$ cat src/source/mam_pkg.sv
package mam_pkg;

   localparam int DATA_WIDTH = 32;          // Must be a multiple of 16
   localparam int ADDR_WIDTH = 32;          // Must be a multiple of 16
   localparam int WORD_FLITS = DATA_WIDTH / 16;
   localparam int ADDR_FLITS = ADDR_WIDTH / 16;

   localparam int MEM_WORDS = 256;
   localparam logic [63:0] MEM_SIZE = 64'(MEM_WORDS * (DATA_WIDTH / 8));  // In bytes
   localparam logic [63:0] BASE_ADDR = 64'h0;                            // Byte address of word 0

   localparam int MAX_PKT_LEN = 8;          // Payload flits per response packet
   localparam int HDR_FLITS = 3;            // dest, src, flags
   localparam int FIFO_DEPTH = 4;

   typedef logic [15:0] flit_data_t;
   typedef logic [DATA_WIDTH-1:0] word_t;
   typedef logic [ADDR_WIDTH-1:0] addr_t;
   typedef logic [13:0] beats_t;
   typedef logic [$clog2(MEM_WORDS)-1:0] mem_idx_t;

   // Packet type in flags[15:14]
   localparam logic [1:0] TYPE_REG = 2'b00;
   localparam logic [1:0] TYPE_EVENT = 2'b10;

   // Register subtype in flags[13:10]
   localparam logic [3:0] SUB_REQ_READ = 4'b0000;
   localparam logic [3:0] SUB_RESP_OK = 4'b1000;
   localparam logic [3:0] SUB_RESP_ERR = 4'b1100;

   localparam flit_data_t MOD_ID = 16'h0003;
   localparam flit_data_t MOD_VERSION = 16'h0000;

   // Register map
   localparam flit_data_t REG_MOD_ID = 16'h0000;
   localparam flit_data_t REG_MOD_VERSION = 16'h0001;
   localparam flit_data_t REG_DATA_WIDTH = 16'h0200;
   localparam flit_data_t REG_ADDR_WIDTH = 16'h0201;
   localparam flit_data_t REG_BASE_ADDR0 = 16'h0202;
   localparam flit_data_t REG_BASE_ADDR1 = 16'h0203;
   localparam flit_data_t REG_BASE_ADDR2 = 16'h0204;
   localparam flit_data_t REG_BASE_ADDR3 = 16'h0205;
   localparam flit_data_t REG_MEM_SIZE0 = 16'h0206;
   localparam flit_data_t REG_MEM_SIZE1 = 16'h0207;
   localparam flit_data_t REG_MEM_SIZE2 = 16'h0208;
   localparam flit_data_t REG_MEM_SIZE3 = 16'h0209;

endpackage

$ cat src/source/mam_flit_fifo.sv
`timescale 1ns/1ps

module mam_flit_fifo
   import mam_pkg::*;
(
   input  logic       clk,
   input  logic       rst,
   input  flit_data_t in_data,
   input  logic       in_valid,
   input  logic       in_last,
   output logic       in_ready,
   output flit_data_t out_data,
   output logic       out_valid,
   output logic       out_last,
   input  logic       out_ready
);

   logic [16:0] entries [FIFO_DEPTH];  // {last, data}
   logic [$clog2(FIFO_DEPTH)-1:0] wr_ptr, rd_ptr;
   logic [$clog2(FIFO_DEPTH):0]   count;
   logic push, pop;

   assign in_ready = count != FIFO_DEPTH;
   assign out_valid = count != 0;
   assign {out_last, out_data} = entries[rd_ptr];
   assign push = in_valid && in_ready;
   assign pop = out_valid && out_ready;

   always_ff @(posedge clk) begin
      if (rst) begin
         wr_ptr <= '0;
         rd_ptr <= '0;
         count <= '0;
      end else begin
         if (push) wr_ptr <= wr_ptr + 1'b1;  // Depth is a power of two
         if (pop) rd_ptr <= rd_ptr + 1'b1;
         case ({push, pop})
            2'b10: count <= count + 1'b1;
            2'b01: count <= count - 1'b1;
            default: ;
         endcase
      end
   end

   always_ff @(posedge clk) begin
      if (push) entries[wr_ptr] <= {in_last, in_data};
   end

endmodule

$ cat config.mk
export PLATFORM = sky130hd
export DESIGN_NAME = mam_flit_fifo
export DESIGN_NICKNAME = d
export VERILOG_FILES = /design/src/source/mam_pkg.sv /design/src/source/mam_flit_fifo.sv
export SDC_FILE = /design/constraint.sdc
export NUM_CORES = 1
export LEC_CHECK = 0
export ABC_CLOCK_PERIOD_IN_PS = 2100
export BUFFER_PORTS_ARGS = -buffer_cell sky130_fd_sc_hd__buf_2
export CORE_MARGIN = 2
export CORE_UTILIZATION = 45
export DETAILED_ROUTE_END_ITERATION = 6
export HOLD_SLACK_MARGIN = 0.12
export PLACE_DENSITY = 0.79
export SETUP_SLACK_MARGIN = 0.2
export SKIP_LAST_GASP = 1
export SLEW_MARGIN = 25
export SYNTH_ARGS = -nofsm -noshare
export SYNTH_HDL_FRONTEND = slang
export SYNTH_SLANG_ARGS = --single-unit
$ cat constraint.sdc
create_clock -name clk -period 2.1 [get_ports clk]
set_clock_uncertainty 0.1 [all_clocks]
set_input_delay 0.315 -clock clk [delete_from_list [all_inputs] [get_ports clk]]
set_output_delay 0.315 -clock clk [all_outputs]
set_load 0.02 [all_outputs]
# After elaboration in Yosys (flattened, before gate mapping)
# Memories as Yosys holds them, arrays and structs flattened. A register that Yosys moved wholly into a read port is not among the register bits.
# Index checks and enable logic that the tools add are counted.
# totals
n_memories,1
ramBits,68
elab_cells,20
out_inout_bits,19
reg_bits,7
# classes
addsub,4
n_reduce_logical,4
n_mux,5
eq_ne,3
# memory_table
memory,depth,word_bits,rd,rd_ports_with_merged_regs,write_ports,line_no,rtl
entries,4,17,1,1,1,mam_flit_fifo.sv:18,logic [16:0] entries [FIFO_DEPTH];
# ops
operator,n
3-bit one-hot mux with 2 select lines,1
"2-bit by 1-bit adder with 2-bit output, second input constant",2
2-bit two-way mux,2
"3-bit by 1-bit adder with 3-bit output, second input constant",1
"3-bit inequality test, second input constant",1
3-bit nonzero test,1
"3-bit by 1-bit subtractor with 3-bit output, second input constant",1
"2-bit by 1-bit == test with 1-bit output, second input constant",1
"2-bit == test, second input constant",1
1-bit logical AND,2
1-bit two-way mux,2
2-bit nonzero test,1

# Logic depth before layout (Yosys ltp)
# logic_depth
ltp_word,4
ltp_mapped,9
ltp_nobuf,9

# Worst setup path after synthesis
# OpenSTA, ideal clock, no wires.
# synth_timing
path_type,reg2reg
from,register count[1]
to,register count[2]
t_arrival_ns,1.799
period_less_slack_ns,1.969
setup_time_ns,0.070
setup_slack_ns,0.131
required_ns,1.930
path_stages_with_launch,10
path_cell_list,dfxtp_1 -> nor2_1 -> a21boi_2 -> inv_1 -> ha_1 -> inv_1 -> fa_1 -> xor2_1 -> or3_1 -> a21oi_1
# synth_between
elab_chain_cells,4
elab_cells_between_ends,10
classes_between,2 x add/sub; 3 x eq/ne; 1 x mux; 4 x reduce/logical
# synth_rtl
element,line_no,rtl
from (decl),mam_flit_fifo.sv:20,logic [$clog2(FIFO_DEPTH):0] count;
from (signal assigned),mam_flit_fifo.sv:38,2'b10: count <= count + 1'b1;
from (signal assigned),mam_flit_fifo.sv:39,2'b01: count <= count - 1'b1;
3-bit inequality test / 3-bit nonzero test (equally long branches),"mam_flit_fifo.sv:23, mam_flit_fifo.sv:24",
"1-bit logical AND, on equally long branches","mam_flit_fifo.sv:26, mam_flit_fifo.sv:27",
2-bit by 1-bit == test with 1-bit output / 2-bit == test (equally long branches),mam_flit_fifo.sv:37,"case ({push, pop})"
3-bit one-hot mux with 2 select lines / 2-bit nonzero test (equally long branches),-,
# Parallel ways exist; a longest one is shown, timed or not.
# A chain may end at the register's enable or synchronous reset.

==> flow_summary.yaml <==
status:
  run_status: "completed"
final_layout:
  final_core_util_pct: 60.7
  final_nets: 242
  multiInputGateArea_um2: 677
  fillers: 449
  seq_area_mm2: 0.00224
  drive_above_1_share_pct: 42.7
  stdcell_count: 297
  n_antenna_cell: 0
  syn_to_final_growth_pct: 29.9
synth:
  yosysTopAreaCell: "edfxtp_1"
  synth_xor_area_share_pct: 1.18
  yosys_warnings: 0
  synth_top_area_share_pct: 68.8
  synth_fa_ha_area_share_pct: 2.78
  synth_cell_types: 25
  synth_seq_cells: 77
  synth-edff-count: 68
  synth-main-ff-cell: "edfxtp_1"
  synth_nets: 168
  syn_avg_cell_area_um2: 21.1
  syn_inst: 141
  synth.mux.area_fraction_pct: 14.5
  yosys.cell_count.top_type: "edfxtp_1"
  syn-cell-area_mm2: 0.00297
  synth.area.top_cells: "edfxtp_1 (69%), mux4_2 (7.6%), mux4_1 (6.2%)"
  ys_seq_area_share_pct: 74.8
  synth_top_family_by_area: "multiplexers"
  synth_compound_area_share_pct: 1.47
  synth_common_cells: "edfxtp_1 (68), mux4_2 (10), dfxtp_1 (9), nor2_1 (9), mux4_1 (7)"
  synthSimpleGateAreaFrac_pct: 2.95
  async_flop_share_pct: 0
drt:
  drt-initial-drc-count: 46
  wire_per_inst_um: 16.9
  drt_wl_total_um: 5010
  ant_nets: 0
  vias: 1490
  drc: 0
  dr.pass1.iters: 3
  viasPerCell: 5.02
floorplan:
  start_util_pct: 46.8
  ios: 40
  fp.dieArea_mm2: 0.00726
  dieWidth_um: 85.2
  row_count: 29
  die_y_um: 85.2
  core-area_mm2: 0.00635
critical_path:
  start_kind: "flop"
  worstPathRequired_ps: 1680
  arrival_ps: 1550
  timing.rr.start: "count[1]"
  critPathKind: "reg2out"
  end_kind: "output pin"
  crit_fanout: 5
timing:
  slew_violations: 0
  finalCritPeriodShare_pct: 93.8
  hold_viol: 0
  max_freq_ghz: 0.508
  layout_min_cycle_time_ps: 1970
  setup_viol_count_final: 0
  rsz0062_at_grt: "yes"
  maxSlewHeadroom_pct: 72.2
  timing.hold.ws_ps: 137
  worst_pin_slew_ps: 411
  fin_setup_tns_ps: 0
clock_tree:
  cts_tree: "yes"
  cts_buffers: 9
  cts_htree_levels: 3
  clkLatencyLatePin_ps: 340
  path_clk_slew_ps: 80
  clk_path_buf_depth: 2
  clock-sinks: 77
  clockRootBuffer: "clkbuf_8"
global_routing:
  overflow: 0
  grtUsageMet2_pct: 26.0
  grt_use_met3_pct: 7.59
  grt_pass1_wl_um: 7730
  gr-max-usage-layer: "met2"
  grt_antenna_before_repair: 0
  grtUsageMet1_pct: 16.1
  grt_max_degree: 18
  grt_pass1_vias: 1600
  grtUsageTotal_pct: 14.9
worst_hold_path:
  hp-start: "rst"
  min_path_type: "in2reg"
placed_design:
  io_buffers: 39
  gp_congestion: 0.719
  hpwlAfterDp_um: 2890
  dp.cells: 259
power_and_ir_drop:
  totalPowerFinal_uw: 4770
  power_density_mw_per_mm2: 1240
  leakage_uw: 0.00137
  peakVddDrop_uv: 697
run:
  max_cap_viol_count: 0
registers in the layout (all words and copies together), names as in the netlist, named ones only:
register  count
count         3
rd_ptr        2
wr_ptr        2
entries      68
per-stage QoR:
| stage | setup WS (ps) | cell area, µm² |
|---|---|---|
| floorplan | 216 | 2980 |
| global placement | 146 | 3280 |
| detailed placement | 75.3 | 3280 |
| CTS | 101 | 3780 |
| global route | 53.1 | 3860 |
| finish | 131 | 3860 |
area by class of cell:
| type | count | area share, % |
|---|---|---|
| clock buffer | 9 | 3.21 |
| clock inverter | 7 | 3.15 |
| inverter | 6 | 0.584 |
| multi-input combinational | 53 | 17.5 |
| sequential | 77 | 58.0 |
| tap | 77 | 2.50 |
| timing repair buffer | 68 | 15.0 |
power by group:
group / switching (µW) / total, µW / internal, µW
Sequential: 105 / 1980 / 1870
Clock: 526 / 1320 / 795
Combinational: 687 / 1470 / 783
Total: 1320 / 4770 / 3450
placed cells by master, fill, tap and decap left out:
master and instances:
ha_2 1, nor2_4 1, clkinv_2 1, inv_1 6, mux2i_1 1, a21oi_1 1
buf_2 26, buf_4 9, o311ai_0 1, o31a_1 1, dfxtp_1 5, nand2b_1 2
dlygate4sd3_1 17, nand2_1 1, xor2_1 3, buf_12 2, edfxtp_1 68, ha_1 4
fa_2 1, o21ai_0 1, clkbuf_8 9, nor2_1 8, mux4_2 17, bufinv_16 3
clkbuf_16 1, dfxtp_4 4, and2_1 4, mux2_2 1, buf_6 13, clkinv_4 2
a21boi_4 1, inv_6 1, or3_1 2, xnor2_1 1, a21oi_2 1
metal layers:
| metal | up-vias | part of all wire, % |
|---|---|---|
| li1 | 703 | - |
| met4 | 0 | 0.80 |
| met5 | - | 0 |
| met3 | 6 | 4.6 |
| met1 | 747 | 41 |
| met2 | 34 | 54 |
logic make-up (layout without fill, tap and decap cells):
| kind of cell | after synthesis | after routing |
|---|---|---|
| mux | 19 | 19 |
| flops | 77 | 77 |
| buf+inv | 11 | 90 |
| xor+xnor | 4 | 4 |
| simple gates | 18 | 18 |
| compound gates | 6 | 6 |
| fa+ha+maj | 6 | 6 |
worst max-delay path, cell delays in order, from the launching register on:
cell,delay (ps)
dfxtp_4,400
clkbuf_16,160
mux4_2,500
buf_6,150
repair_timing:
item	CTS	global route
endpoints found under the hold margin	68	0
gates resized for setup	33	16
hold buffers	17	0
buffers inserted	4	0
pin swaps	3	0
cloned	0	1
setup endpoints to repair	19	19
final timing paths:
| kind | to | slack (ps) | depth (start not counted) |
|---|---|---|---|
| hold reg to reg | wr_ptr[1] | 430 | 2 |
| setup reg to reg | count[2] | 150 | 9 |
| hold / removal | count[2] | 140 | 2 |
| setup / recovery | out_data[2] | 130 | 3 |
(Power assumes the default switching activity.)
