===== src/source/mam_pkg.sv =====
package mam_pkg;

   localparam int DATA_WIDTH = 32;          // Must be a multiple of 16
   localparam int ADDR_WIDTH = 32;          // Must be a multiple of 16
   localparam int WORD_FLITS = DATA_WIDTH / 16;
   localparam int ADDR_FLITS = ADDR_WIDTH / 16;

   localparam int MEM_WORDS = 256;
   localparam logic [63:0] MEM_SIZE = 64'(MEM_WORDS * (DATA_WIDTH / 8));  // In bytes
   localparam logic [63:0] BASE_ADDR = 64'h0;                            // Byte address of word 0

   localparam int MAX_PKT_LEN = 8;          // Payload flits per response packet
   localparam int HDR_FLITS = 3;            // dest, src, flags
   localparam int FIFO_DEPTH = 4;

   typedef logic [15:0] flit_data_t;
   typedef logic [DATA_WIDTH-1:0] word_t;
   typedef logic [ADDR_WIDTH-1:0] addr_t;
   typedef logic [13:0] beats_t;
   typedef logic [$clog2(MEM_WORDS)-1:0] mem_idx_t;

   // Packet type in flags[15:14]
   localparam logic [1:0] TYPE_REG = 2'b00;
   localparam logic [1:0] TYPE_EVENT = 2'b10;

   // Register subtype in flags[13:10]
   localparam logic [3:0] SUB_REQ_READ = 4'b0000;
   localparam logic [3:0] SUB_RESP_OK = 4'b1000;
   localparam logic [3:0] SUB_RESP_ERR = 4'b1100;

   localparam flit_data_t MOD_ID = 16'h0003;
   localparam flit_data_t MOD_VERSION = 16'h0000;

   // Register map
   localparam flit_data_t REG_MOD_ID = 16'h0000;
   localparam flit_data_t REG_MOD_VERSION = 16'h0001;
   localparam flit_data_t REG_DATA_WIDTH = 16'h0200;
   localparam flit_data_t REG_ADDR_WIDTH = 16'h0201;
   localparam flit_data_t REG_BASE_ADDR0 = 16'h0202;
   localparam flit_data_t REG_BASE_ADDR1 = 16'h0203;
   localparam flit_data_t REG_BASE_ADDR2 = 16'h0204;
   localparam flit_data_t REG_BASE_ADDR3 = 16'h0205;
   localparam flit_data_t REG_MEM_SIZE0 = 16'h0206;
   localparam flit_data_t REG_MEM_SIZE1 = 16'h0207;
   localparam flit_data_t REG_MEM_SIZE2 = 16'h0208;
   localparam flit_data_t REG_MEM_SIZE3 = 16'h0209;

endpackage


===== src/source/mam_regaccess.sv =====
`timescale 1ns/1ps

module mam_regaccess
   import mam_pkg::*;
(
   input  logic       clk,
   input  logic       rst,
   input  logic [9:0] id,
   input  flit_data_t debug_in_data,
   input  logic       debug_in_valid,
   input  logic       debug_in_last,
   output logic       debug_in_ready,
   output flit_data_t debug_out_data,
   output logic       debug_out_valid,
   output logic       debug_out_last,
   input  logic       debug_out_ready,
   output flit_data_t ev_data,
   output logic       ev_valid,
   output logic       ev_last,
   input  logic       ev_ready,
   input  flit_data_t buf_data,
   input  logic       buf_valid,
   input  logic       buf_last,
   output logic       buf_ready
);

   typedef enum logic [2:0] {
      IN_DEST, IN_SRC, IN_FLAGS, IN_REG_ADDR, IN_DROP, IN_EV_DEST, IN_EV_SRC, IN_EV_PASS
   } in_state_t;
   typedef enum logic [1:0] {OUT_IDLE, OUT_REPLY, OUT_BUF} out_state_t;

   in_state_t  in_state;
   out_state_t out_state;
   flit_data_t dest_q, src_q, reg_addr_q, reg_value;
   logic       reg_err, reply_pend;
   logic [1:0] reply_cnt;
   logic       in_xfer, out_xfer, flags_event;

   assign in_xfer = debug_in_valid && debug_in_ready;
   assign out_xfer = debug_out_valid && debug_out_ready;
   assign flags_event = debug_in_data[15:14] == TYPE_EVENT;

   always_comb begin
      debug_in_ready = 1'b0;
      ev_valid = 1'b0;
      ev_data = debug_in_data;
      ev_last = 1'b0;
      case (in_state)
         IN_DEST: debug_in_ready = !reply_pend;  // Held off until the reply is out
         IN_SRC, IN_REG_ADDR, IN_DROP: debug_in_ready = 1'b1;
         IN_FLAGS: debug_in_ready = !flags_event;  // Event flags wait for the replay
         IN_EV_DEST: begin
            ev_valid = 1'b1;
            ev_data = dest_q;
         end
         IN_EV_SRC: begin
            ev_valid = 1'b1;
            ev_data = src_q;
         end
         default: begin
            ev_valid = debug_in_valid;
            ev_last = debug_in_last;
            debug_in_ready = ev_ready;
         end
      endcase
   end

   always_ff @(posedge clk) begin
      if (rst) begin
         in_state <= IN_DEST;
         reply_pend <= 1'b0;
      end else begin
         case (in_state)
            IN_DEST: if (in_xfer) in_state <= IN_SRC;
            IN_SRC: if (in_xfer) in_state <= IN_FLAGS;
            IN_FLAGS: if (debug_in_valid) begin
               if (flags_event) in_state <= IN_EV_DEST;
               else if (debug_in_last) in_state <= IN_DEST;
               else if (debug_in_data[15:14] == TYPE_REG && debug_in_data[13:10] == SUB_REQ_READ)
                  in_state <= IN_REG_ADDR;
               else in_state <= IN_DROP;
            end
            IN_REG_ADDR: if (in_xfer) begin
               reply_pend <= 1'b1;
               in_state <= debug_in_last ? IN_DEST : IN_DROP;
            end
            IN_DROP: if (in_xfer && debug_in_last) in_state <= IN_DEST;
            IN_EV_DEST: if (ev_ready) in_state <= IN_EV_SRC;
            IN_EV_SRC: if (ev_ready) in_state <= IN_EV_PASS;
            IN_EV_PASS: if (in_xfer && debug_in_last) in_state <= IN_DEST;
            default: in_state <= IN_DEST;
         endcase
         if (out_state == OUT_REPLY && out_xfer && debug_out_last) reply_pend <= 1'b0;
      end
   end

   always_ff @(posedge clk) begin
      if (in_xfer && in_state == IN_DEST) dest_q <= debug_in_data;
      if (in_xfer && in_state == IN_SRC) src_q <= debug_in_data;
      if (in_xfer && in_state == IN_REG_ADDR) reg_addr_q <= debug_in_data;
   end

   always_comb begin
      reg_err = 1'b0;
      reg_value = '0;
      case (reg_addr_q)
         REG_MOD_ID: reg_value = MOD_ID;
         REG_MOD_VERSION: reg_value = MOD_VERSION;
         REG_DATA_WIDTH: reg_value = flit_data_t'(DATA_WIDTH);
         REG_ADDR_WIDTH: reg_value = flit_data_t'(ADDR_WIDTH);
         REG_BASE_ADDR0: reg_value = BASE_ADDR[15:0];
         REG_BASE_ADDR1: reg_value = BASE_ADDR[31:16];
         REG_BASE_ADDR2: reg_value = BASE_ADDR[47:32];
         REG_BASE_ADDR3: reg_value = BASE_ADDR[63:48];
         REG_MEM_SIZE0: reg_value = MEM_SIZE[15:0];
         REG_MEM_SIZE1: reg_value = MEM_SIZE[31:16];
         REG_MEM_SIZE2: reg_value = MEM_SIZE[47:32];
         REG_MEM_SIZE3: reg_value = MEM_SIZE[63:48];
         default: reg_err = 1'b1;
      endcase
   end

   always_comb begin
      buf_ready = 1'b0;
      debug_out_valid = 1'b0;
      debug_out_data = buf_data;
      debug_out_last = 1'b0;
      case (out_state)
         OUT_REPLY: begin
            debug_out_valid = 1'b1;
            debug_out_last = reply_cnt == 2'd3;
            case (reply_cnt)
               2'd0: debug_out_data = src_q;  // Back to the requester
               2'd1: debug_out_data = flit_data_t'(id);
               2'd2: debug_out_data = {TYPE_REG, reg_err ? SUB_RESP_ERR : SUB_RESP_OK, 10'h0};
               default: debug_out_data = reg_err ? '0 : reg_value;
            endcase
         end
         OUT_BUF: begin
            debug_out_valid = buf_valid;
            debug_out_last = buf_last;
            buf_ready = debug_out_ready;
         end
         default: ;
      endcase
   end

   // Source changes only between packets
   always_ff @(posedge clk) begin
      if (rst) begin
         out_state <= OUT_IDLE;
         reply_cnt <= '0;
      end else begin
         case (out_state)
            OUT_IDLE: begin
               reply_cnt <= '0;
               if (reply_pend) out_state <= OUT_REPLY;
               else if (buf_valid) out_state <= OUT_BUF;
            end
            OUT_REPLY: if (out_xfer) begin
               reply_cnt <= reply_cnt + 2'd1;
               if (debug_out_last) out_state <= OUT_IDLE;
            end
            OUT_BUF: if (out_xfer && debug_out_last) out_state <= OUT_IDLE;
            default: out_state <= OUT_IDLE;
         endcase
      end
   end

endmodule


===== config.mk =====
export PLATFORM = sky130hd
export DESIGN_NAME = mam_regaccess
export DESIGN_NICKNAME = d
export VERILOG_FILES = /design/src/source/mam_pkg.sv /design/src/source/mam_regaccess.sv
export SDC_FILE = /design/constraint.sdc
export NUM_CORES = 1
export LEC_CHECK = 0
export BUFFER_PORTS_ARGS = -buffer_cell sky130_fd_sc_hd__buf_4
export CORE_UTILIZATION = 50
export DETAILED_ROUTE_END_ITERATION = 7
export HOLD_SLACK_MARGIN = 0.12
export PLACE_DENSITY = 0.86
export SLEW_MARGIN = 0
export SYNTH_ARGS = -nofsm -noshare
export SYNTH_HDL_FRONTEND = slang
export SYNTH_SLANG_ARGS = --single-unit

===== constraint.sdc =====
create_clock -name clk -period 3.6 [get_ports clk]
set_input_delay 0.18 -clock clk [delete_from_list [all_inputs] [get_ports clk]]
set_output_delay 0.18 -clock clk [all_outputs]
set_load 0.02 [all_outputs]

Word level (Yosys, flattened, before mapping)
Cells that the tools add are included.
{"block": "totals", "register_bits": 56, "input_bits": 50, "out_inout_bits": 38, "elab_cells": 106}
{"block": "classes", "addsub": 1, "n_eq_ne": 35, "mux": 32, "reduce_logical": 31}
{"op": "16-bit by 10-bit equality test with 1-bit output, second input constant", "count": 10}
{"op": "16-bit one-hot mux with 3 select lines", "count": 1}
{"op": "3-bit two-way mux", "count": 12}
{"op": "11-bit one-hot mux with 3 select lines", "count": 1}
{"op": "16-bit two-way mux", "count": 2}
{"op": "16-bit one-hot mux with 2 select lines", "count": 1}
{"op": "3-bit one-hot mux with 7 select lines", "count": 1}
{"op": "2-bit inequality test, second input constant", "count": 9}
{"op": "16-bit by 1-bit equality test with 1-bit output, second input constant", "count": 1}
{"op": "16-bit zero test", "count": 1}
{"op": "3-bit equality test, second input constant", "count": 4}
{"op": "2-bit two-way mux", "count": 6}
{"op": "12-bit OR reduction", "count": 1}
{"op": "1-bit logical AND", "count": 10}
{"op": "2-bit equality test, second input constant", "count": 4}
{"op": "2-bit OR reduction", "count": 4}
{"op": "7-bit AND reduction", "count": 1}
{"op": "7-bit OR reduction", "count": 1}
{"op": "3-bit by 2-bit equality test with 1-bit output, second input constant", "count": 2}
{"op": "2-bit zero test", "count": 3}
{"op": "1-bit one-hot mux with 2 select lines", "count": 3}
{"op": "2-bit one-hot mux with 3 select lines", "count": 1}
{"op": "5-bit OR reduction", "count": 1}
{"op": "2-bit by 1-bit equality test with 1-bit output, second input constant", "count": 2}
{"op": "14 further kinds", "count": 17}

Longest topological paths before layout
{"block": "logic_depth", "ltp_word": 7, "mapped_depth": 7}

Worst setup path after synthesis
No wires, ideal clock.
{"block": "synth_timing", "path_kind": "flip-flop to flip-flop", "start": "reg in_state[0]", "end": "reg dest_q[0] (enable)", "setup_ns": 0.430, "arrival_ns": 2.313, "path_slack_ns": 0.857, "stages_incl_launch_ff": 4, "synth_period_minus_slack_ns": 2.743, "cell_sequence": "dfxtp_1 > buf_4 > buf_2 > nor4_1"}
{"block": "synth_between", "elab_chain_len": 5, "word_cells_on_any_way": 12, "classes_between": "eq/ne (6); mux (1); reduce/logical (5)"}
{"item": "from (decl)", "line_no": "mam_regaccess.sv:32", "text": "in_state_t in_state;"}
{"item": "from (signal assigned)", "line_no": "mam_regaccess.sv:85", "text": "in_state <= debug_in_last ? IN_DEST : IN_DROP;"}
{"item": "3-bit by 1-bit equality test with 1-bit output (tied with other cells)", "line_no": "mam_regaccess.sv:48", "text": "case (in_state)"}
{"item": "3-bit OR reduction or 2-bit OR reduction (tied branches)"}
{"item": "1-bit one-hot mux with 4 select lines", "line_no": "mam_regaccess.sv:48"}
{"item": "1-bit logical AND", "line_no": "mam_regaccess.sv:39", "text": "assign in_xfer = debug_in_valid && debug_in_ready;"}
{"item": "1-bit logical AND *", "line_no": "mam_regaccess.sv:98", "text": "if (in_xfer && in_state == IN_DEST) dest_q <= debug_in_data;"}
{"item": "to (signal assigned)", "line_no": "mam_regaccess.sv:98"}
{"item": "to (decl)", "line_no": "mam_regaccess.sv:34", "text": "flit_data_t dest_q, src_q, reg_addr_q, reg_value;"}
Every way passes the cells marked *; elsewhere a longest branch is shown, timed or not.
A chain may end at the register's enable or synchronous reset.

Final worst setup path
{"block": "layout_timing", "start": "reg in_state[1]", "end": "out ev_data[7]"}
{"block": "layout_between", "elab_chain_len": 2, "word_cells_on_any_way": 3, "classes_between": "eq/ne (2); mux (1)"}
{"item": "3-bit equality test", "line_no": "mam_regaccess.sv:48"}
{"item": "16-bit one-hot mux with 2 select lines *", "line_no": "mam_regaccess.sv:48"}
{"item": "to (decl)", "line_no": "mam_regaccess.sv:17", "text": "output flit_data_t ev_data,"}
Marked as above.

==> impl_metrics.toml <==
[outcome]
run_status = "complete, no violations"

[cells_and_area]
finalCoreUtilization_pct = 68.0
nNetsFinal = 447
diodes = 0
filler_cell_count = 437
layout-area-overhead-vs-synth_pct = 29.3
post_route_cells_drive_above_1_share_pct = 27.9

[min_path]
timing.hold.worst_path_depth = 2
holdPathEnd = "in_state[2]$_SDFFE_PP0P_"
hp-start = "rst"
min-delay-path-class = "in2reg"

[power_and_ir_drop]
cellPowerDensity_mw_per_mm2 = 420
vdd_ir_drop_max_mv = 0.300
leakage_uw = 0.00156

[synth]
syn_area_mm2 = 0.00315
combinational_family_with_the_most_area_after_synthesis = "compound AO/OA/AOI/OAI gates"
synth_mux_area_share_pct = 0.635
synth_compound_area_share_pct = 27.9
cell_type_with_the_highest_aggregate_area_in_the_netlist = "sky130_fd_sc_hd__edfxtp_1"
synth_simple_gate_area_share_pct = 12.0
area_share_of_the_leading_cell_type_in_the_synthesized_netlist_pct = 45.8
synth_common_cells = "48 x sky130_fd_sc_hd__edfxtp_1, 33 x sky130_fd_sc_hd__o22ai_1, 28 x sky130_fd_sc_hd__a21oi_1"
synth-async-reset-ratio_pct = 0
yosysWarningCount = 0
synth_nets = 354
top_count_cell_post_synth = "sky130_fd_sc_hd__edfxtp_1"
yosys.area_share.adder_pct = 3.18
synth.area.top_cells = "sky130_fd_sc_hd__edfxtp_1 46%, sky130_fd_sc_hd__o22ai_1 6.6%, sky130_fd_sc_hd__dfxtp_1 5.1%"
ys_seq_area_share_pct = 50.8
post_synth.cell_area_avg_um2 = 10.6
number_of_distinct_library_cells_after_synthesis = 53
ys_ff_latch = 56
number_of_synthesized_flops_with_an_enable_pin = 48
synth_ff_type = "sky130_fd_sc_hd__edfxtp_1"
synthXorXnorAreaFrac_pct = 0.278
synthesis.instances = 296

[sta]
worst_pin_slew_ns = 1.13
timing_hold_violations_final = 0
rsz0062_at_grt = "false"
layout_worst_path_cycle_share_pct = 79.5
timing.fmax_mhz = 349
maximum_clock_skew_at_final_layout_ns = 0.00945
drv_slew = 0
timing.final.setup_violations = 0
relSlewSlack_pct = 24.4
setup_total_negative_slack_ns = 0
final.min_clock_period_ns = 2.86

[place]
rd_place_congestion = 0.861
hpwlAfterDp_mm = 5.72
port-buffer-count = 87

[critical_path]
rr_endpoint = "in_state[2]$_SDFFE_PP0P_"
startpoint_type = "flop"
endpoint_type_of_the_worst_setup_path = "output port"
cp_data_required_time_ns = 3.42
cp.arrival_ns = 2.68
ff2ff_setup_slack_ns = 1.12
criticalPathCategory = "reg2out"
cp-startpoint = "in_state[1]$_SDFFE_PP0P_"
r2r.worst_path.cells = 4
worstReg2RegStart = "in_state[2]$_SDFFE_PP0P_"
critical_path.max_fanout = 33

[clocking]
cts_root_buf = "sky130_fd_sc_hd__clkbuf_8"
tritoncts = "built"
worst_setup_hold_path_clk_slew_ns = 0.09
worst_case_clock_buffer_depth = 2
cts.sinks = 56
clk-insertion-delay-late_ns = 0.32
cts-buffers-inserted = 5
count_of_h_tree_levels_built_during_cts = 2

[detailed_routing]
wire_per_inst_um = 17.8
routed.top_layer = "met4"
wl_mm = 8.29
routed_met2_length_mm = 3.90
drtAntennaViolNets = 0
drcViolationCount = 0
route.met3.wl_um = 692
detailedRoute.firstPassIterationCount = 6
drt_iter0_drc = 192
route.layer.met1.wl_mm = 3.58
routed-via-count = 2878
vias_per_cell = 6.19

[grt]
grt_max_degree = 34
antenna_found_initial = 0
global_route_wire_length_before_repair_mm = 12.7
globalRouteTotalUtil_pct = 26.1
first_global_vias = 2520
globalRoute.totalOverflow = 0

[floorplanning]
die_height_um = 81.4
floorplan.io_pins = 88
design.die.area_mm2 = 0.00662
core.rowCount = 28
dieWidth_um = 81.4
initial_core_util_pct = 52.6
fp.coreArea_mm2 = 0.00599

[run]
maxCapViolations = 0
-- placed cells by master (no fill, tap or decap), types with 3 or more instances in the layout --
cell type and instances:
sky130_fd_sc_hd__a21oi_1 28, sky130_fd_sc_hd__a22oi_1 11, sky130_fd_sc_hd__a31oi_1 4, sky130_fd_sc_hd__buf_4 92, sky130_fd_sc_hd__clkbuf_8 5, sky130_fd_sc_hd__dfxtp_1 8
sky130_fd_sc_hd__dlygate4sd3_1 16, sky130_fd_sc_hd__edfxtp_1 48, sky130_fd_sc_hd__ha_1 8, sky130_fd_sc_hd__inv_1 12, sky130_fd_sc_hd__nand2_1 8, sky130_fd_sc_hd__nand2b_1 6
sky130_fd_sc_hd__nand3_1 8, sky130_fd_sc_hd__nand4_1 3, sky130_fd_sc_hd__nor2_1 17, sky130_fd_sc_hd__nor2b_1 6, sky130_fd_sc_hd__o21ai_0 9, sky130_fd_sc_hd__o22a_1 16
sky130_fd_sc_hd__o22ai_1 33, sky130_fd_sc_hd__o2bb2ai_1 7, sky130_fd_sc_hd__or3_1 3
-- metrics by stage --
step                setup WS (ns)  cells  area, um2  power (uW)  hold slack (ns)
CTS                         0.754    465       4080        1710            0.145
global placement             1.17    441       3830        1350            0.407
detailed placement           1.10    441       3830        1370            0.409
global route                0.569    465       4080        1790            0.151
floorplan                   0.857    296       3150        1170            0.279
finish                      0.738    465       4080        1710            0.157
-- per-layer routing --
| layer | vias up | GRT usage, % |
|---|---|---|
| met2 | 158 | 41.1 |
| met4 | 0 | 8.04 |
| met1 | 1349 | 36.6 |
| li1 | 1360 | - |
| met5 | - | 0 |
| met3 | 11 | 4.38 |
-- timing repair --
action / CTS / global route
endpoints found under the hold margin: 48 / 0
hold buffers: 16 / 0
resized for setup: 0 / 0
buffers inserted: 0 / 0
-- where the power goes --
part	leakage (uW)	switching [uW]	internal (uW)
Sequential	0.000507	71.2	773
Clock	0.0000412	201	136
Combinational	0.00102	292	240
Total	0.00156	564	1150
-- cells by family after synthesis --
group / count (synthesis)
AO/OA/AOI/OAI: 125
AND/OR/NAND/NOR: 68
flip-flops: 56
adder cells (fa/ha/maj): 8
multiplexers: 2
buffers and inverters: 36
XOR/XNOR: 1
-- state kept, by name, summed over array words and instances, names as in the netlist --
register,cells
dest_q,16
reply_pend,1
in_state,3
out_state,2
reply_cnt,2
reg_addr_q,16
src_q,16
-- final cells by class --
cell class              instances  area (um2)  area share, %
repair buffers                108         851           20.9
flip-flops and latches         56        1600           39.3
clock inverters                 2        12.5          0.307
multi-input cells             204        1390           34.1
inverters                      14        52.6           1.29
well taps                      75        93.8           2.30
clock buffers                   6        72.6           1.78
-- worst max-delay path by stage --
stage,to,depth (start not counted)
4_1_cts,ev_data[15],4
3_3_place_gp,ev_data[12],4
3_5_place_dp,ev_data[15],4
2_1_floorplan,dest_q[0]$_DFFE_PP_,3
6_report,ev_data[7],4
5_1_grt,ev_data[7],4
-- critical path: stages (launching register included) --
cell and delay (ns):
sky130_fd_sc_hd__dfxtp_1 1.08, sky130_fd_sc_hd__nand2b_1 0.70, sky130_fd_sc_hd__o22ai_1 0.21, sky130_fd_sc_hd__a21oi_1 0.21, sky130_fd_sc_hd__buf_4 0.16
(Power assumes the default switching activity.)
