--- config.mk ---
export PLATFORM = sky130hd
export DESIGN_NAME = mam_engine
export DESIGN_NICKNAME = d
export VERILOG_FILES = /design/src/source/mam_pkg.sv /design/src/source/mam_engine.sv
export SDC_FILE = /design/constraint.sdc
export NUM_CORES = 1
export LEC_CHECK = 0
export CORE_MARGIN = 2
export CORE_UTILIZATION = 60
export DETAILED_ROUTE_END_ITERATION = 8
export DONT_BUFFER_PORTS = 1
export PLACE_DENSITY = 0.88
export SLEW_MARGIN = 20
export SYNTH_ARGS = -nofsm -noshare
export SYNTH_HDL_FRONTEND = slang
export SYNTH_SLANG_ARGS = --single-unit
--- constraint.sdc ---
create_clock -name clk -period 5.1 [get_ports clk]
set_input_delay 0.51 -clock clk [delete_from_list [all_inputs] [get_ports clk]]
set_output_delay 0.51 -clock clk [all_outputs]
set_load 0.02 [all_outputs]
--- src/source/mam_pkg.sv ---
package mam_pkg;

   localparam int DATA_WIDTH = 32;          // Must be a multiple of 16
   localparam int ADDR_WIDTH = 32;          // Must be a multiple of 16
   localparam int WORD_FLITS = DATA_WIDTH / 16;
   localparam int ADDR_FLITS = ADDR_WIDTH / 16;

   localparam int MEM_WORDS = 256;
   localparam logic [63:0] MEM_SIZE = 64'(MEM_WORDS * (DATA_WIDTH / 8));  // In bytes
   localparam logic [63:0] BASE_ADDR = 64'h0;                            // Byte address of word 0

   localparam int MAX_PKT_LEN = 8;          // Payload flits per response packet
   localparam int HDR_FLITS = 3;            // dest, src, flags
   localparam int FIFO_DEPTH = 4;

   typedef logic [15:0] flit_data_t;
   typedef logic [DATA_WIDTH-1:0] word_t;
   typedef logic [ADDR_WIDTH-1:0] addr_t;
   typedef logic [13:0] beats_t;
   typedef logic [$clog2(MEM_WORDS)-1:0] mem_idx_t;

   // Packet type in flags[15:14]
   localparam logic [1:0] TYPE_REG = 2'b00;
   localparam logic [1:0] TYPE_EVENT = 2'b10;

   // Register subtype in flags[13:10]
   localparam logic [3:0] SUB_REQ_READ = 4'b0000;
   localparam logic [3:0] SUB_RESP_OK = 4'b1000;
   localparam logic [3:0] SUB_RESP_ERR = 4'b1100;

   localparam flit_data_t MOD_ID = 16'h0003;
   localparam flit_data_t MOD_VERSION = 16'h0000;

   // Register map
   localparam flit_data_t REG_MOD_ID = 16'h0000;
   localparam flit_data_t REG_MOD_VERSION = 16'h0001;
   localparam flit_data_t REG_DATA_WIDTH = 16'h0200;
   localparam flit_data_t REG_ADDR_WIDTH = 16'h0201;
   localparam flit_data_t REG_BASE_ADDR0 = 16'h0202;
   localparam flit_data_t REG_BASE_ADDR1 = 16'h0203;
   localparam flit_data_t REG_BASE_ADDR2 = 16'h0204;
   localparam flit_data_t REG_BASE_ADDR3 = 16'h0205;
   localparam flit_data_t REG_MEM_SIZE0 = 16'h0206;
   localparam flit_data_t REG_MEM_SIZE1 = 16'h0207;
   localparam flit_data_t REG_MEM_SIZE2 = 16'h0208;
   localparam flit_data_t REG_MEM_SIZE3 = 16'h0209;

endpackage

--- src/source/mam_engine.sv ---
`timescale 1ns/1ps

module mam_engine
   import mam_pkg::*;
(
   input  logic       clk,
   input  logic       rst,
   input  logic [9:0] id,
   input  flit_data_t ev_data,
   input  logic       ev_valid,
   input  logic       ev_last,
   output logic       ev_ready,
   output flit_data_t rsp_data,
   output logic       rsp_valid,
   output logic       rsp_last,
   input  logic       rsp_ready,
   output logic       req_valid,
   input  logic       req_ready,
   output logic       req_rw,
   output addr_t      req_addr,
   output beats_t     req_beats,
   output logic       write_valid,
   output word_t      write_data,
   input  logic       write_ready,
   input  logic       read_valid,
   input  word_t      read_data,
   output logic       read_ready
);

   typedef enum logic [3:0] {
      E_HDR, E_CMD, E_ADDR, E_REQ,
      E_WR_HDR, E_WR_DATA, E_WR_SEND,
      E_RD_HDR, E_RD_DATA
   } eng_state_t;

   eng_state_t state;

   logic [$clog2(MAX_PKT_LEN)-1:0] flit_cnt;  // Header, address or payload flits
   logic [$clog2(WORD_FLITS)-1:0]  wcnt;      // Flit within a word, may span packets
   logic                           in_pkt;    // Inside an input packet after a word
   logic                           word_end, pkt_full, final_flit;

   assign word_end = wcnt == WORD_FLITS - 1;
   assign pkt_full = flit_cnt == MAX_PKT_LEN - 1;
   assign final_flit = word_end && req_beats == beats_t'(1);

   always_comb begin
      ev_ready = 1'b0;
      rsp_valid = 1'b0;
      rsp_data = '0;
      rsp_last = 1'b0;
      req_valid = 1'b0;
      write_valid = 1'b0;
      read_ready = 1'b0;
      case (state)
         E_HDR, E_CMD, E_ADDR, E_WR_HDR, E_WR_DATA: ev_ready = 1'b1;
         E_REQ: req_valid = 1'b1;
         E_WR_SEND: write_valid = 1'b1;
         E_RD_HDR: begin
            rsp_valid = 1'b1;
            case (flit_cnt)
               0: rsp_data = 16'h0000;  // dest
               1: rsp_data = flit_data_t'(id);
               default: rsp_data = {TYPE_EVENT, 14'h0};
            endcase
         end
         E_RD_DATA: begin
            rsp_valid = read_valid;
            rsp_data = read_data[(WORD_FLITS-1-wcnt)*16 +: 16];  // MSB flit first
            rsp_last = pkt_full || final_flit;
            read_ready = read_valid && rsp_ready && word_end;
         end
         default: ;
      endcase
   end

   always_ff @(posedge clk) begin
      if (rst) begin
         state <= E_HDR;
         flit_cnt <= '0;
         wcnt <= '0;
         in_pkt <= 1'b0;
      end else begin
         case (state)
            E_HDR, E_WR_HDR: if (ev_valid) begin
               flit_cnt <= flit_cnt + 1'b1;
               if (flit_cnt == HDR_FLITS - 1) begin
                  flit_cnt <= '0;
                  state <= (state == E_HDR) ? E_CMD : E_WR_DATA;
               end
            end
            E_CMD: if (ev_valid) state <= E_ADDR;
            E_ADDR: if (ev_valid) begin
               flit_cnt <= flit_cnt + 1'b1;
               if (flit_cnt == ADDR_FLITS - 1) begin
                  flit_cnt <= '0;
                  in_pkt <= !ev_last;  // Write data may follow in this packet
                  state <= E_REQ;
               end
            end
            E_REQ: if (req_ready) begin
               if (!req_rw) state <= E_RD_HDR;
               else state <= in_pkt ? E_WR_DATA : E_WR_HDR;
            end
            E_WR_DATA: if (ev_valid) begin
               if (word_end) begin
                  wcnt <= '0;
                  in_pkt <= !ev_last;
                  state <= E_WR_SEND;
               end else begin
                  wcnt <= wcnt + 1'b1;
                  if (ev_last) state <= E_WR_HDR;
               end
            end
            E_WR_SEND: if (write_ready) begin
               if (req_beats == beats_t'(1)) state <= E_HDR;
               else state <= in_pkt ? E_WR_DATA : E_WR_HDR;
            end
            E_RD_HDR: if (rsp_ready) begin
               flit_cnt <= flit_cnt + 1'b1;
               if (flit_cnt == HDR_FLITS - 1) begin
                  flit_cnt <= '0;
                  state <= E_RD_DATA;
               end
            end
            E_RD_DATA: if (rsp_valid && rsp_ready) begin
               wcnt <= word_end ? '0 : wcnt + 1'b1;
               if (final_flit) begin
                  flit_cnt <= '0;
                  state <= E_HDR;
               end else if (pkt_full) begin
                  flit_cnt <= '0;
                  state <= E_RD_HDR;  // Word may continue in the next packet
               end else begin
                  flit_cnt <= flit_cnt + 1'b1;
               end
            end
            default: state <= E_HDR;
         endcase
      end
   end

   always_ff @(posedge clk) begin
      if (state == E_CMD && ev_valid) begin
         req_rw <= ev_data[15];
         req_beats <= ev_data[14] ? ev_data[13:0] : beats_t'(1);  // Single is one beat
      end
      if (state == E_ADDR && ev_valid) req_addr[flit_cnt*16 +: 16] <= ev_data;  // LSB first
      if (state == E_WR_DATA && ev_valid) write_data[(WORD_FLITS-1-wcnt)*16 +: 16] <= ev_data;
      if ((state == E_WR_SEND && write_ready) || read_ready) req_beats <= req_beats - 1'b1;
   end

endmodule

# After elaboration in Yosys (flattened, before gate mapping)
# Cells that the tools add are included.
# word_totals
out_inout_bits	101
register_bits	88
wordCells	119
in_bits	66
# op_classes
mux	51
addsub	6
reduce_logical	23
n_eq_ne	26
shifts	5
# ops
operator	n
$shift 16x34->32 const A	2
$shiftx 16x34->32	2
$bwmux 32	2
$pmux 16 s2	2
$mux 4	15
$mux 14	3
$neg 32->34	1
$neg 7->34	1
$shiftx 32x33->16	1
$pmux 4 s8	1
$mux 3	10
$ne 2x2->1 const B	12
$eq 4x3->1 const B	4
$eq 14x1->1 const B	1
$sub 14x1->14 const B	1
$mux 1	13
$reduce_and 13->1	1
$pmux 3 s4	1
$reduce_and 5->1	2
$eq 4x2->1 const B	2
$logic_and 1x1->1	8
$ne 3x3->1 const B	2
$pmux 1 s2	3
$reduce_bool 2->1	3
17 further kinds	18

# Logic depth before layout (Yosys ltp)
# Gate-level depths: netlist of the first run.
# depth
depth_word	5
ltp_mapped	8
ltp_nobuf	7

# Least setup slack after synthesis of the first run
# Ideal clock, no wire load.
# synth_timing
path_kind	register -> register
startpoint	register, netlist name flit_cnt[0]
endpoint	register req_addr[0], enable pin
setup_ps	436
slack_ps	1543
n_path_buf	0
stages_incl_launch_ff	6
required_ps	4664
t_arrival_ps	3121
period_less_slack_ps	3557
path_cell_list	dfxtp_1 > inv_1 > ha_1 > ha_1 > nor3_1 > nor4b_1
# synth_lines
element	line	source
end signal: indexed assignment	mam_engine.sv:148	if (state == E_ADDR && ev_valid) req_addr[flit_cnt*16 +: 16] <= ev_data;
end: declaration	mam_engine.sv:20	output addr_t req_addr,

# Worst setup path after layout of the first run
# layout_timing
startpoint	register state[0]
endpoint	output rsp_data[4]
# layout_between
elab_chain_len	2
elab_cells_between_ends	3
cone_classes	2 x eq/ne; 1 x mux
# layout_lines
element	line	source
start: declaration	mam_engine.sv:36	eng_state_t state;
start signal: assignment	mam_engine.sv:89	state <= (state == E_HDR) ? E_CMD : E_WR_DATA;
start signal: assignment	mam_engine.sv:103	else state <= in_pkt ? E_WR_DATA : E_WR_HDR;
start signal: assignment	mam_engine.sv:117	else state <= in_pkt ? E_WR_DATA : E_WR_HDR;
$eq 4x4->1 / $eq 4x3->1 (equally long branches)	mam_engine.sv:55	case (state)
$pmux 16 s2 (*)	mam_engine.sv:55	
end: declaration	mam_engine.sv:13	output flit_data_t rsp_data,
# Every way passes the cells marked *; elsewhere a longest branch is shown, timed or not.

==> metrics.cfg, run 1 <==
[status]
outcome = completed

[synthesis]
synth_compound_gate_area_share_pct = 10.2
yosysTopAreaCell = edfxtp_1
yosysMostFrequentCell = edfxtp_1
synth_fa_ha_area_share_pct = 2.50
synthFlopType = edfxtp_1
syn_inst = 398
yosys.area_share.simple_pct = 22.2
ys_async_sr_fraction_pct = 0
synth_fp_nets = 473
synth.top_cell.area_share_pct = 52.6
ys_seq_area_share_pct = 56.6
synthMuxAreaShare_pct = 3.55
synthTopCellsByArea = edfxtp_1, and2_1, dfxtp_1
synth_edf_count = 79
synth_top_family_by_area = simple AND/OR/NAND/NOR gates
synth_xor_area_share_pct = 2.14
ys_top_cells_by_count = edfxtp_1, and2_1, nand2_1
synth_warnings = 0
ys_ff_latch = 88
synth.cell_area_sq_mm = 0.00451
synth_area_per_cell_sq_um = 11.3
synthDistinctLibCells = 55

[floorplan]
ios = 167
dieArea_sq_mm = 0.00822
die_w_um = 90.7
die_h_um = 90.7
core_sq_mm = 0.00725
rows = 31
initial_utilization_pct = 62.2

[grt]
antenna_found_initial = 0
overflow = 0
grt_use_total_pct = 26.2
grt_pass1_wl_um = 16600
grt_max_degree = 55
first_global_vias = 3036

[detailed_routing]
drt_iter0_drc = 214
drcViolationCount = 0
vias = 3152
wl_per_cell_um = 21.6
dr.pass1.iters = 5
via_per_inst = 6.35
final_antenna_net_count = 0
routed_wl_um = 10700

[power]
powerDensity_mw_per_mm2 = 415
pwr-share-comb_pct = 26.6
p_clk_share_pct = 24.0
seqPwrFrac_pct = 49.4
intPower_mw = 1.27
power.leakage_nw = 1.56
netSwitchingFraction_pct = 36.3
p_switching_uw = 725
vdd_drop_max_mv = 0.224

[clocking]
holdBufCountCts = 0
path_clk_slew_ps = 100
clock_path_buffers = 2
cts_tree = yes
cts_made_buffers = 9
cts_sinks = 88
clk_latency_ps = 370
cts-resized-gates = 0
cts_root_buffer = clkbuf_8
htree_num_levels = 3
postCtsSetupBuffers = 0

[timing]
slew_violations = 0
fin_crit_sh_pct = 65.1
skew_ps = 10.6
worst_pin_slew_ps = 717
grt_setup_unrepaired = no
tns_ps = 0
finalHoldViolations = 0
min_period_ps = 3320
max_clock_freq_mhz = 301
setup_viol = 0
max_slew_margin_pct = 52.1
hold_ws_ps = 190
fin_ws_ps = 1780

[setup_path]
crit_type = reg2out
endpoint_kind = output pin
crit_fanout = 19
arrival_ps = 2810
crit_required_ps = 4590
cp-start-kind = flop

[placement]
placed_area_sq_mm = 0.00460
port_buffers = 0
place_ws_ps = 1570
hpwlAfterDp_um = 7590
routabilityCongestion = 0.916

[final_layout]
multiInputGateArea_sq_mm = 0.00185
n_fill_cell = 531
drive_gt1_share_pct = 9.82
antenna_cells = 0
area_delta_synth_final_pct = 6.58
regArea_sq_mm = 0.00255
final_area_sq_mm = 0.00480
nets = 467

[hold_path]
min_path_type = in2reg

[job]
max_cap_viol_count = 0

==> power by group through the flow <==
| stage | Clock (mW) | Sequential [mW] | Combinational (mW) |
|---|---|---|---|
| final | 0.478 | 0.986 | 0.532 |
| after global routing | 0.515 | 0.994 | 0.591 |
| after CTS | 0.488 | 0.984 | 0.528 |
| after detailed placement | 0 | 0.999 | 0.525 |
| after global placement | 0 | 0.995 | 0.510 |
| after floorplan | 0 | 0.947 | 0.469 |
==> kinds of logic (layout without fill, tap and decap cells) <==
| group | Yosys count | after routing |
|---|---|---|
| adder cells (fa/ha/maj) | 9 | 9 |
| XOR/XNOR | 11 | 11 |
| multiplexers | 16 | 16 |
| AO/OA/AOI/OAI | 70 | 70 |
| flip-flops | 88 | 88 |
| AND/OR/NAND/NOR | 171 | 171 |
| buffers and inverters | 33 | 32 |
==> per-stage QoR <==
| stage | util, % | std cells | total power [mW] |
|---|---|---|---|
| 2_1_floorplan | - | 398 | 1.42 |
| 3_3_place_gp | 63.4 | 480 | 1.51 |
| 3_5_place_dp | 63.4 | 480 | 1.52 |
| 4_1_cts | 66.1 | 496 | 2.00 |
| 5_1_grt | 66.2 | 496 | 2.10 |
| 6_report | 66.2 | 496 | 2.00 |
==> metal layers <==
| metal | share of wire, % | track usage (%) |
|---|---|---|
| met2 | 46 | 38.9 |
| met4 | 2.5 | 9.87 |
| met1 | 41 | 35.4 |
| met5 | 0 | 0 |
| met3 | 11 | 9.43 |
==> final timing paths <==
check	from	to	slack [ps]	depth (start not counted)
setup / recovery	state[0]	rsp_data[4]	1780	5
hold / removal	rst	wcnt	190	1
setup reg to reg	state[1]	req_beats[6]	1820	4
hold reg to reg	flit_cnt[0]	flit_cnt[0]	550	2
==> cell type report <==
type	count	area share (%)
clock buffers	9	2.58
well taps	99	2.58
flip-flops and latches	88	53.2
multi-input cells	277	38.4
repair buffers	6	0.937
inverters	10	0.781
clock inverters	7	1.56
==> state kept, by name (all words and copies together), names as in the netlist <==
signal,count
req_addr,32
req_beats,14
in_pkt,1
state,4
write_data,32
flit_cnt,3
req_rw,1
wcnt,1
==> critical path, cell delays in order (launching register included) <==
cell and delay [ps]:
dfxtp_1 730, nor2b_1 440, nand3_1 320, nor2_1 570, nand2_1 100, o21ai_0 290
==> cells in the final DEF, fill, tap and decap left out, drive strengths merged, types with 2 or more instances in the layout <==
| cell | instances |
|---|---|
| a211oi | 4 |
| a21oi | 13 |
| a221oi | 3 |
| a22oi | 2 |
| a31o | 2 |
| a31oi | 4 |
| and2 | 49 |
| and3 | 3 |
| buf | 6 |
| clkbuf | 9 |
| clkinv | 2 |
| dfxtp | 9 |
| edfxtp | 79 |
| ha | 9 |
| inv | 14 |
| mux2i | 16 |
| nand2 | 26 |
| nand2b | 7 |
| nand3 | 16 |
| nand4b | 2 |
| nor2 | 21 |
| nor2b | 21 |
| nor3 | 7 |
| nor4 | 4 |
| nor4b | 6 |
| o2111ai | 2 |
| o21a | 2 |
| o21ai | 26 |
| o22ai | 3 |
| or4 | 3 |
| or4b | 2 |
| xnor2 | 10 |
Note: power is estimated with default switching activity, not from simulation.
==> run 2: changes to the inputs <==
--- a/config.mk
+++ b/config.mk
@@ -6,10 +6,10 @@
 export NUM_CORES = 1
 export LEC_CHECK = 0
 export CORE_MARGIN = 2
-export CORE_UTILIZATION = 60
+export CORE_UTILIZATION = 57
 export DETAILED_ROUTE_END_ITERATION = 8
 export DONT_BUFFER_PORTS = 1
-export PLACE_DENSITY = 0.88
+export PLACE_DENSITY = 0.87
 export SLEW_MARGIN = 20
 export SYNTH_ARGS = -nofsm -noshare
 export SYNTH_HDL_FRONTEND = slang
==> constraint.sdc (replaced) <==
create_clock -name clk -period 2.77 [get_ports clk]
set_input_delay 0.277 -clock clk [delete_from_list [all_inputs] [get_ports clk]]
set_output_delay 0.277 -clock clk [all_outputs]
set_load 0.02 [all_outputs]
==> run 2 against run 1 <==
  * First-iteration DRC count decreased by 24%
  * Non-clock buffer count increased by 22
  * Critical endpoint is now rsp_last
  * Worst hold slack got worse by 87 ps
  * Core utilization decreased by 1.1 points
  * Via count increased by 2.2%
  * Largest power group unchanged
  * Global-route usage about the same
  * Sequential power increased by 77%
  * Cell count increased by 5.0%
  * Combinational power increased by 110%
==> metrics.cfg, run 2 (same netlist as run 1, synthesis figures left out) <==
[grt]
grt_use_total_pct = 26.2  ; about the same
grt_use_met3_pct = 8.95  ; was 9.43%
first_global_vias = 3105  ; was 3036
busiest_layer = met2  ; unchanged
met2_usage_pct = 42.6  ; was 38.9%
grt_pass1_wl_um = 16800  ; was 16600 um
overflow = 0  ; unchanged
use_met1_pct = 33.0  ; was 35.4%
antenna_found_initial = 0  ; unchanged
grt_max_degree = 49  ; was 55

[timing]
min_period_ps = 2710
skew_ps = 11.4  ; was 10.6 ps
worst_pin_slew_ps = 708  ; was 717 ps
grt_setup_unrepaired = yes  ; was no
setup_viol = 0  ; unchanged
fin_crit_sh_pct = 97.8
max_slew_margin_pct = 52.7  ; was 52.1%
max_clock_freq_mhz = 369
finalHoldViolations = 0  ; unchanged
fin_ws_ps = 62.3  ; was 1780 ps
slew_violations = 0  ; unchanged

[setup_path]
timing.rr.end = state[3]  ; was req_beats[6]
crit_type = reg2out  ; unchanged
endpoint_kind = output pin  ; unchanged
crit_fanout = 3  ; was 19
arrival_ps = 2430  ; was 2810 ps
cp-start-kind = flop  ; unchanged
crit_required_ps = 2490  ; was 4590 ps
ff2ff_setup_slack_ps = 300  ; was 1820 ps
startpoint = req_beats[1]  ; was state[0]
timing.rr.start = req_beats[1]  ; was state[1]
worst-r2r-cell-count = 8  ; was 4
endpoint = rsp_last  ; was rsp_data[4]

[job]
max_cap_viol_count = 0  ; unchanged

[placement]
port_buffers = 0  ; unchanged
hpwlAfterDp_um = 8060  ; was 7590 um
place_ws_ps = 245  ; was 1570 ps
routabilityCongestion = 0.913  ; was 0.916
placed_area_sq_mm = 0.00474  ; was 0.00460 sq mm

[detailed_routing]
drt_iter0_drc = 162  ; was 214
dr.pass1.iters = 4  ; was 5
final_antenna_net_count = 0  ; unchanged
vias = 3221  ; was 3152
drcViolationCount = 0  ; unchanged
routed_wl_um = 11100  ; was 10700 um
wl_per_cell_um = 21.3  ; was 21.6 um
via_per_inst = 6.18  ; was 6.35

[status]
outcome = completed  ; unchanged

[final_layout]
final_common_cell = edfxtp_1  ; unchanged
top_regs = req_addr x32, write_data x32, req_beats x14  ; unchanged
antenna_cells = 0  ; unchanged
nets = 489  ; was 467
final_cell_mix = edfxtp_1, and2_1, nand2_1  ; unchanged
final_area_sq_mm = 0.00501  ; was 0.00480 sq mm
post-route-util_pct = 65.2  ; was 66.2%
area_delta_synth_final_pct = 11.2  ; was 6.58%
drive_gt1_share_pct = 14.6  ; was 9.82%

[clocking]
cts_made_buffers = 9  ; unchanged
cts_tree = yes  ; unchanged
path_clk_slew_ps = 100  ; about the same
clock_path_buffers = 2  ; unchanged
clk_latency_ps = 360  ; was 370 ps
cts_root_buffer = clkbuf_8  ; unchanged
cts_sinks = 88  ; unchanged
htree_num_levels = 3  ; unchanged

[floorplan]
ios = 167  ; unchanged
core_sq_mm = 0.00769  ; was 0.00725 sq mm
rows = 32  ; was 31
initial_utilization_pct = 58.6  ; was 62.2%
dieArea_sq_mm = 0.00864  ; was 0.00822 sq mm
die_w_um = 92.9  ; was 90.7 um
die_h_um = 92.9  ; was 90.7 um

[power]
powerDensity_mw_per_mm2 = 763  ; was 415 mW/mm^2
finalPower_mw = 3.82  ; was 2.00 mW
vdd_drop_max_mv = 0.418  ; was 0.224 mV
power.leakage_nw = 1.67  ; was 1.56 nW

[hold_path]
min_path_type = in2reg  ; unchanged

[run 2: final cells by class]
class / count / area, sq um
fillers: 590 / 2680
multi-input cells: 277 / 1860
well taps: 102 / 128
inverters: 10 / 37.5
clock buffers: 9 / 124
repair buffers: 28 / 221
clock inverters: 7 / 85.1
flip-flops and latches: 88 / 2550
[run 2: worst max-delay path, cell delays in order (launching register included)]
cell      delay, ps
edfxtp_1        530
inv_2           110
ha_1            140
or4b_4          460
or4_4           520
a21oi_4         170
buf_6           130
[run 2: per-layer routing]
metal	vias up	share of wire [%]
li1	1487	-
met1	1554	40
met2	162	50
met3	18	8.4
met4	0	1.6
met5	-	0
[run 2: through the flow]
stage / hold WS, ps / instances / TNS, ps
finish: 103 / 521 / 0
global route: 84.0 / 521 / -12.8
CTS: 87.7 / 520 / 0
detailed placement: 345 / 500 / 0
global placement: 344 / 500 / 0
floorplan: 376 / 398 / 0
[run 2: worst min-delay path by stage]
stage                start      endpoint  slack (ps)  cells after the start
4_1_cts         ev_data[6]  req_addr[22]          90                      1
3_5_place_dp           rst      state[2]         340                      1
2_1_floorplan  ev_data[15]        req_rw         380                      0
5_1_grt         ev_data[4]   req_addr[4]          80                      1
6_report        ev_data[6]  req_addr[22]         100                      1
3_3_place_gp           rst      state[2]         340                      1
[run 2: timing repair]
action                                  CTS  global route
endpoints found under the hold margin    10             0
hold buffers                              3             0
pin swaps                                 1             2
gates resized for setup                   2             5
buffers inserted                          1             1
endpoints found under the setup margin    1             2
[run 2: power breakdown]
part           internal (mW)  leakage [nW]  switching [mW]
Clock                  0.436         0.100           0.501
Combinational          0.452         0.766           0.683
Sequential              1.59         0.799           0.167
Total                   2.47          1.67            1.35
==> run 3: changes to the inputs <==
--- a/config.mk
+++ b/config.mk
@@ -5,7 +5,7 @@
 export SDC_FILE = /design/constraint.sdc
 export NUM_CORES = 1
 export LEC_CHECK = 0
-export CORE_MARGIN = 2
+export CORE_MARGIN = 8
 export CORE_UTILIZATION = 57
 export DETAILED_ROUTE_END_ITERATION = 8
 export DONT_BUFFER_PORTS = 1
==> run 3 against run 2 <==
  * Worst hold slack got worse by 81 ps
  * Critical path depth decreased by 2
  * Register-to-register slack improved by 90 ps
  * Largest cell class unchanged
==> metrics.cfg, run 3 (same netlist as run 1, synthesis figures left out) <==
[status]
outcome = completed  ; unchanged

[setup_path]
crit_top_cell = or4_4
crit_fanout = 4  ; was 3
worst-path-buf-inv = 1  ; was 2
max_stage_delay_ps = 590  ; was 530 ps
endpoint_kind = output pin  ; unchanged
arrival_ps = 2430  ; about the same
worstPathCellList = or4_4 > or4_4 > a21oi_4 > buf_4  ; was inv_2 > ha_1 > or4b_4 > or4_4 > a21oi_4 > buf_6
critPathSlowestCell = or4_4  ; was edfxtp_1
path_delay_family = simple AND/OR/NAND/NOR gates  ; unchanged
crit_required_ps = 2490  ; about the same
cp.depth = 4  ; was 6
crit_type = reg2out  ; unchanged
worst-r2r-cell-count = 7  ; was 8
cp-start-kind = flop  ; unchanged

[hold_path]
min_path_type = in2reg  ; unchanged
hold-path-cell-count = 1  ; unchanged

[final_layout]
nets = 498  ; was 489
top_regs = req_addr x32, write_data x32, req_beats x14  ; unchanged
antenna_cells = 0  ; unchanged
area_delta_synth_final_pct = 12.6  ; was 11.2%
final_common_cell = edfxtp_1  ; unchanged
post-route-util_pct = 66.0  ; was 65.2%
final_cell_mix = edfxtp_1, and2_1, buf_4  ; was edfxtp_1, and2_1, nand2_1
drive_gt1_share_pct = 16.8  ; was 14.6%

[clocking]
cts_sinks = 88  ; unchanged
clk_latency_ps = 350  ; was 360 ps
htree_num_levels = 3  ; unchanged
cts_tree = yes  ; unchanged
cts_root_buffer = clkbuf_8  ; unchanged
clock_path_buffers = 2  ; unchanged
path_clk_slew_ps = 100  ; about the same
cts_made_buffers = 9  ; unchanged

[floorplan]
rows = 32  ; unchanged
ios = 167  ; unchanged
dieArea_sq_mm = 0.0110  ; was 0.00864 sq mm
core_sq_mm = 0.00769  ; unchanged
initial_utilization_pct = 58.6  ; unchanged
die_h_um = 105  ; was 92.9 um
die_w_um = 105  ; was 92.9 um

[detailed_routing]
routed_wl_um = 11800  ; was 11100 um
wl_per_cell_um = 22.3  ; was 21.3 um
vias = 3257  ; was 3221
drcViolationCount = 0  ; unchanged
via_per_inst = 6.15  ; was 6.18
final_antenna_net_count = 0  ; unchanged
drt_iter0_drc = 183  ; was 162
dr.pass1.iters = 4  ; unchanged

[power]
vdd_drop_max_mv = 0.405  ; was 0.418 mV
power.leakage_nw = 1.72  ; was 1.67 nW
powerDensity_mw_per_mm2 = 757  ; was 763 mW/mm^2

[job]
max_cap_viol_count = 0  ; unchanged

[timing]
max_clock_freq_mhz = 369  ; about the same
fin_crit_sh_pct = 97.8  ; about the same
finalHoldViolations = 0  ; unchanged
skew_ps = 13.1  ; was 11.4 ps
setup_viol = 0  ; unchanged
worst_pin_slew_ps = 696  ; was 708 ps
min_period_ps = 2710  ; about the same
fin_ws_ps = 62.3  ; about the same
max_slew_margin_pct = 53.6  ; was 52.7%
slew_violations = 0  ; unchanged

[grt]
grt_use_total_pct = 20.7  ; was 26.2%
overflow = 0  ; unchanged
antenna_found_initial = 0  ; unchanged
grt_max_degree = 28  ; was 49
first_global_vias = 3197  ; was 3105
grt_pass1_wl_um = 18000  ; was 16800 um

[placement]
routabilityCongestion = 0.899  ; was 0.913
port_buffers = 0  ; unchanged
hpwlAfterDp_um = 9020  ; was 8060 um
place_ws_ps = 217  ; was 245 ps

run 3: cell count changes in the layout (fill, tap and decap cells not counted):
cell	change
buf_6	-1
buf_4	+11
o21ai_1	-2
dlygate4sd3_1	-1
o21ai_0	+2
or4_4	+1
or4_1	-1
run 3: area by class of cell:
cell class	count	area [sq um]
fillers	603	2610
flip-flops and latches	88	2550
multi-input cells	277	1870
repair buffers	37	283
well taps	102	128
clock buffers	9	124
clock inverters	7	85.1
inverters	10	37.5
run 3: where the power goes:
group	switching (mW)	leakage (nW)	total [mW]	internal [mW]
Sequential	0.171	0.799	1.76	1.59
Clock	0.493	0.100	0.929	0.436
Combinational	0.676	0.820	1.16	0.480
Total	1.34	1.72	3.84	2.50
run 3: what timing repair did:
action	4_1_cts	5_1_grt
resized for setup	2	3
hold buffers	1	1
setup endpoints to repair	1	1
cloned	0	0
hold endpoints to repair	9	1
setup buffers	1	0
pin swaps	1	1
run 3: path summary, 6_finish.rpt:
| kind | start | end | slack (ps) |
|---|---|---|---|
| worst max-delay path | req_beats[11] | rsp_last | 60 |
| worst min register to register | in_pkt | in_pkt | 550 |
| worst min-delay path | ev_last | in_pkt | 20 |
| worst max register to register | req_beats[1] | state[2] | 390 |
run 3: through the flow:
stage               setup TNS [ps]  hold WS [ps]  total power, mW  instances  area, sq um
finish                           0          22.0             3.84        530         5080
global route                 -2.41          12.4             4.03        530         5080
CTS                              0         0.650             3.85        529         5050
detailed placement               0           344             2.92        511         4820
global placement                 0           344             2.86        511         4820
floorplan                        0           376             2.62        398         4520
run 3: routing by layer:
layer	vias to the layer above	routed length [um]	global-route usage, %	part of all wire [%]
met3	27	1200	8.23	10
met1	1565	4590	23.8	39
met2	174	5690	33.0	48
met5	-	0	0	0
met4	0	353	9.99	3.0
li1	1491	-	-	-
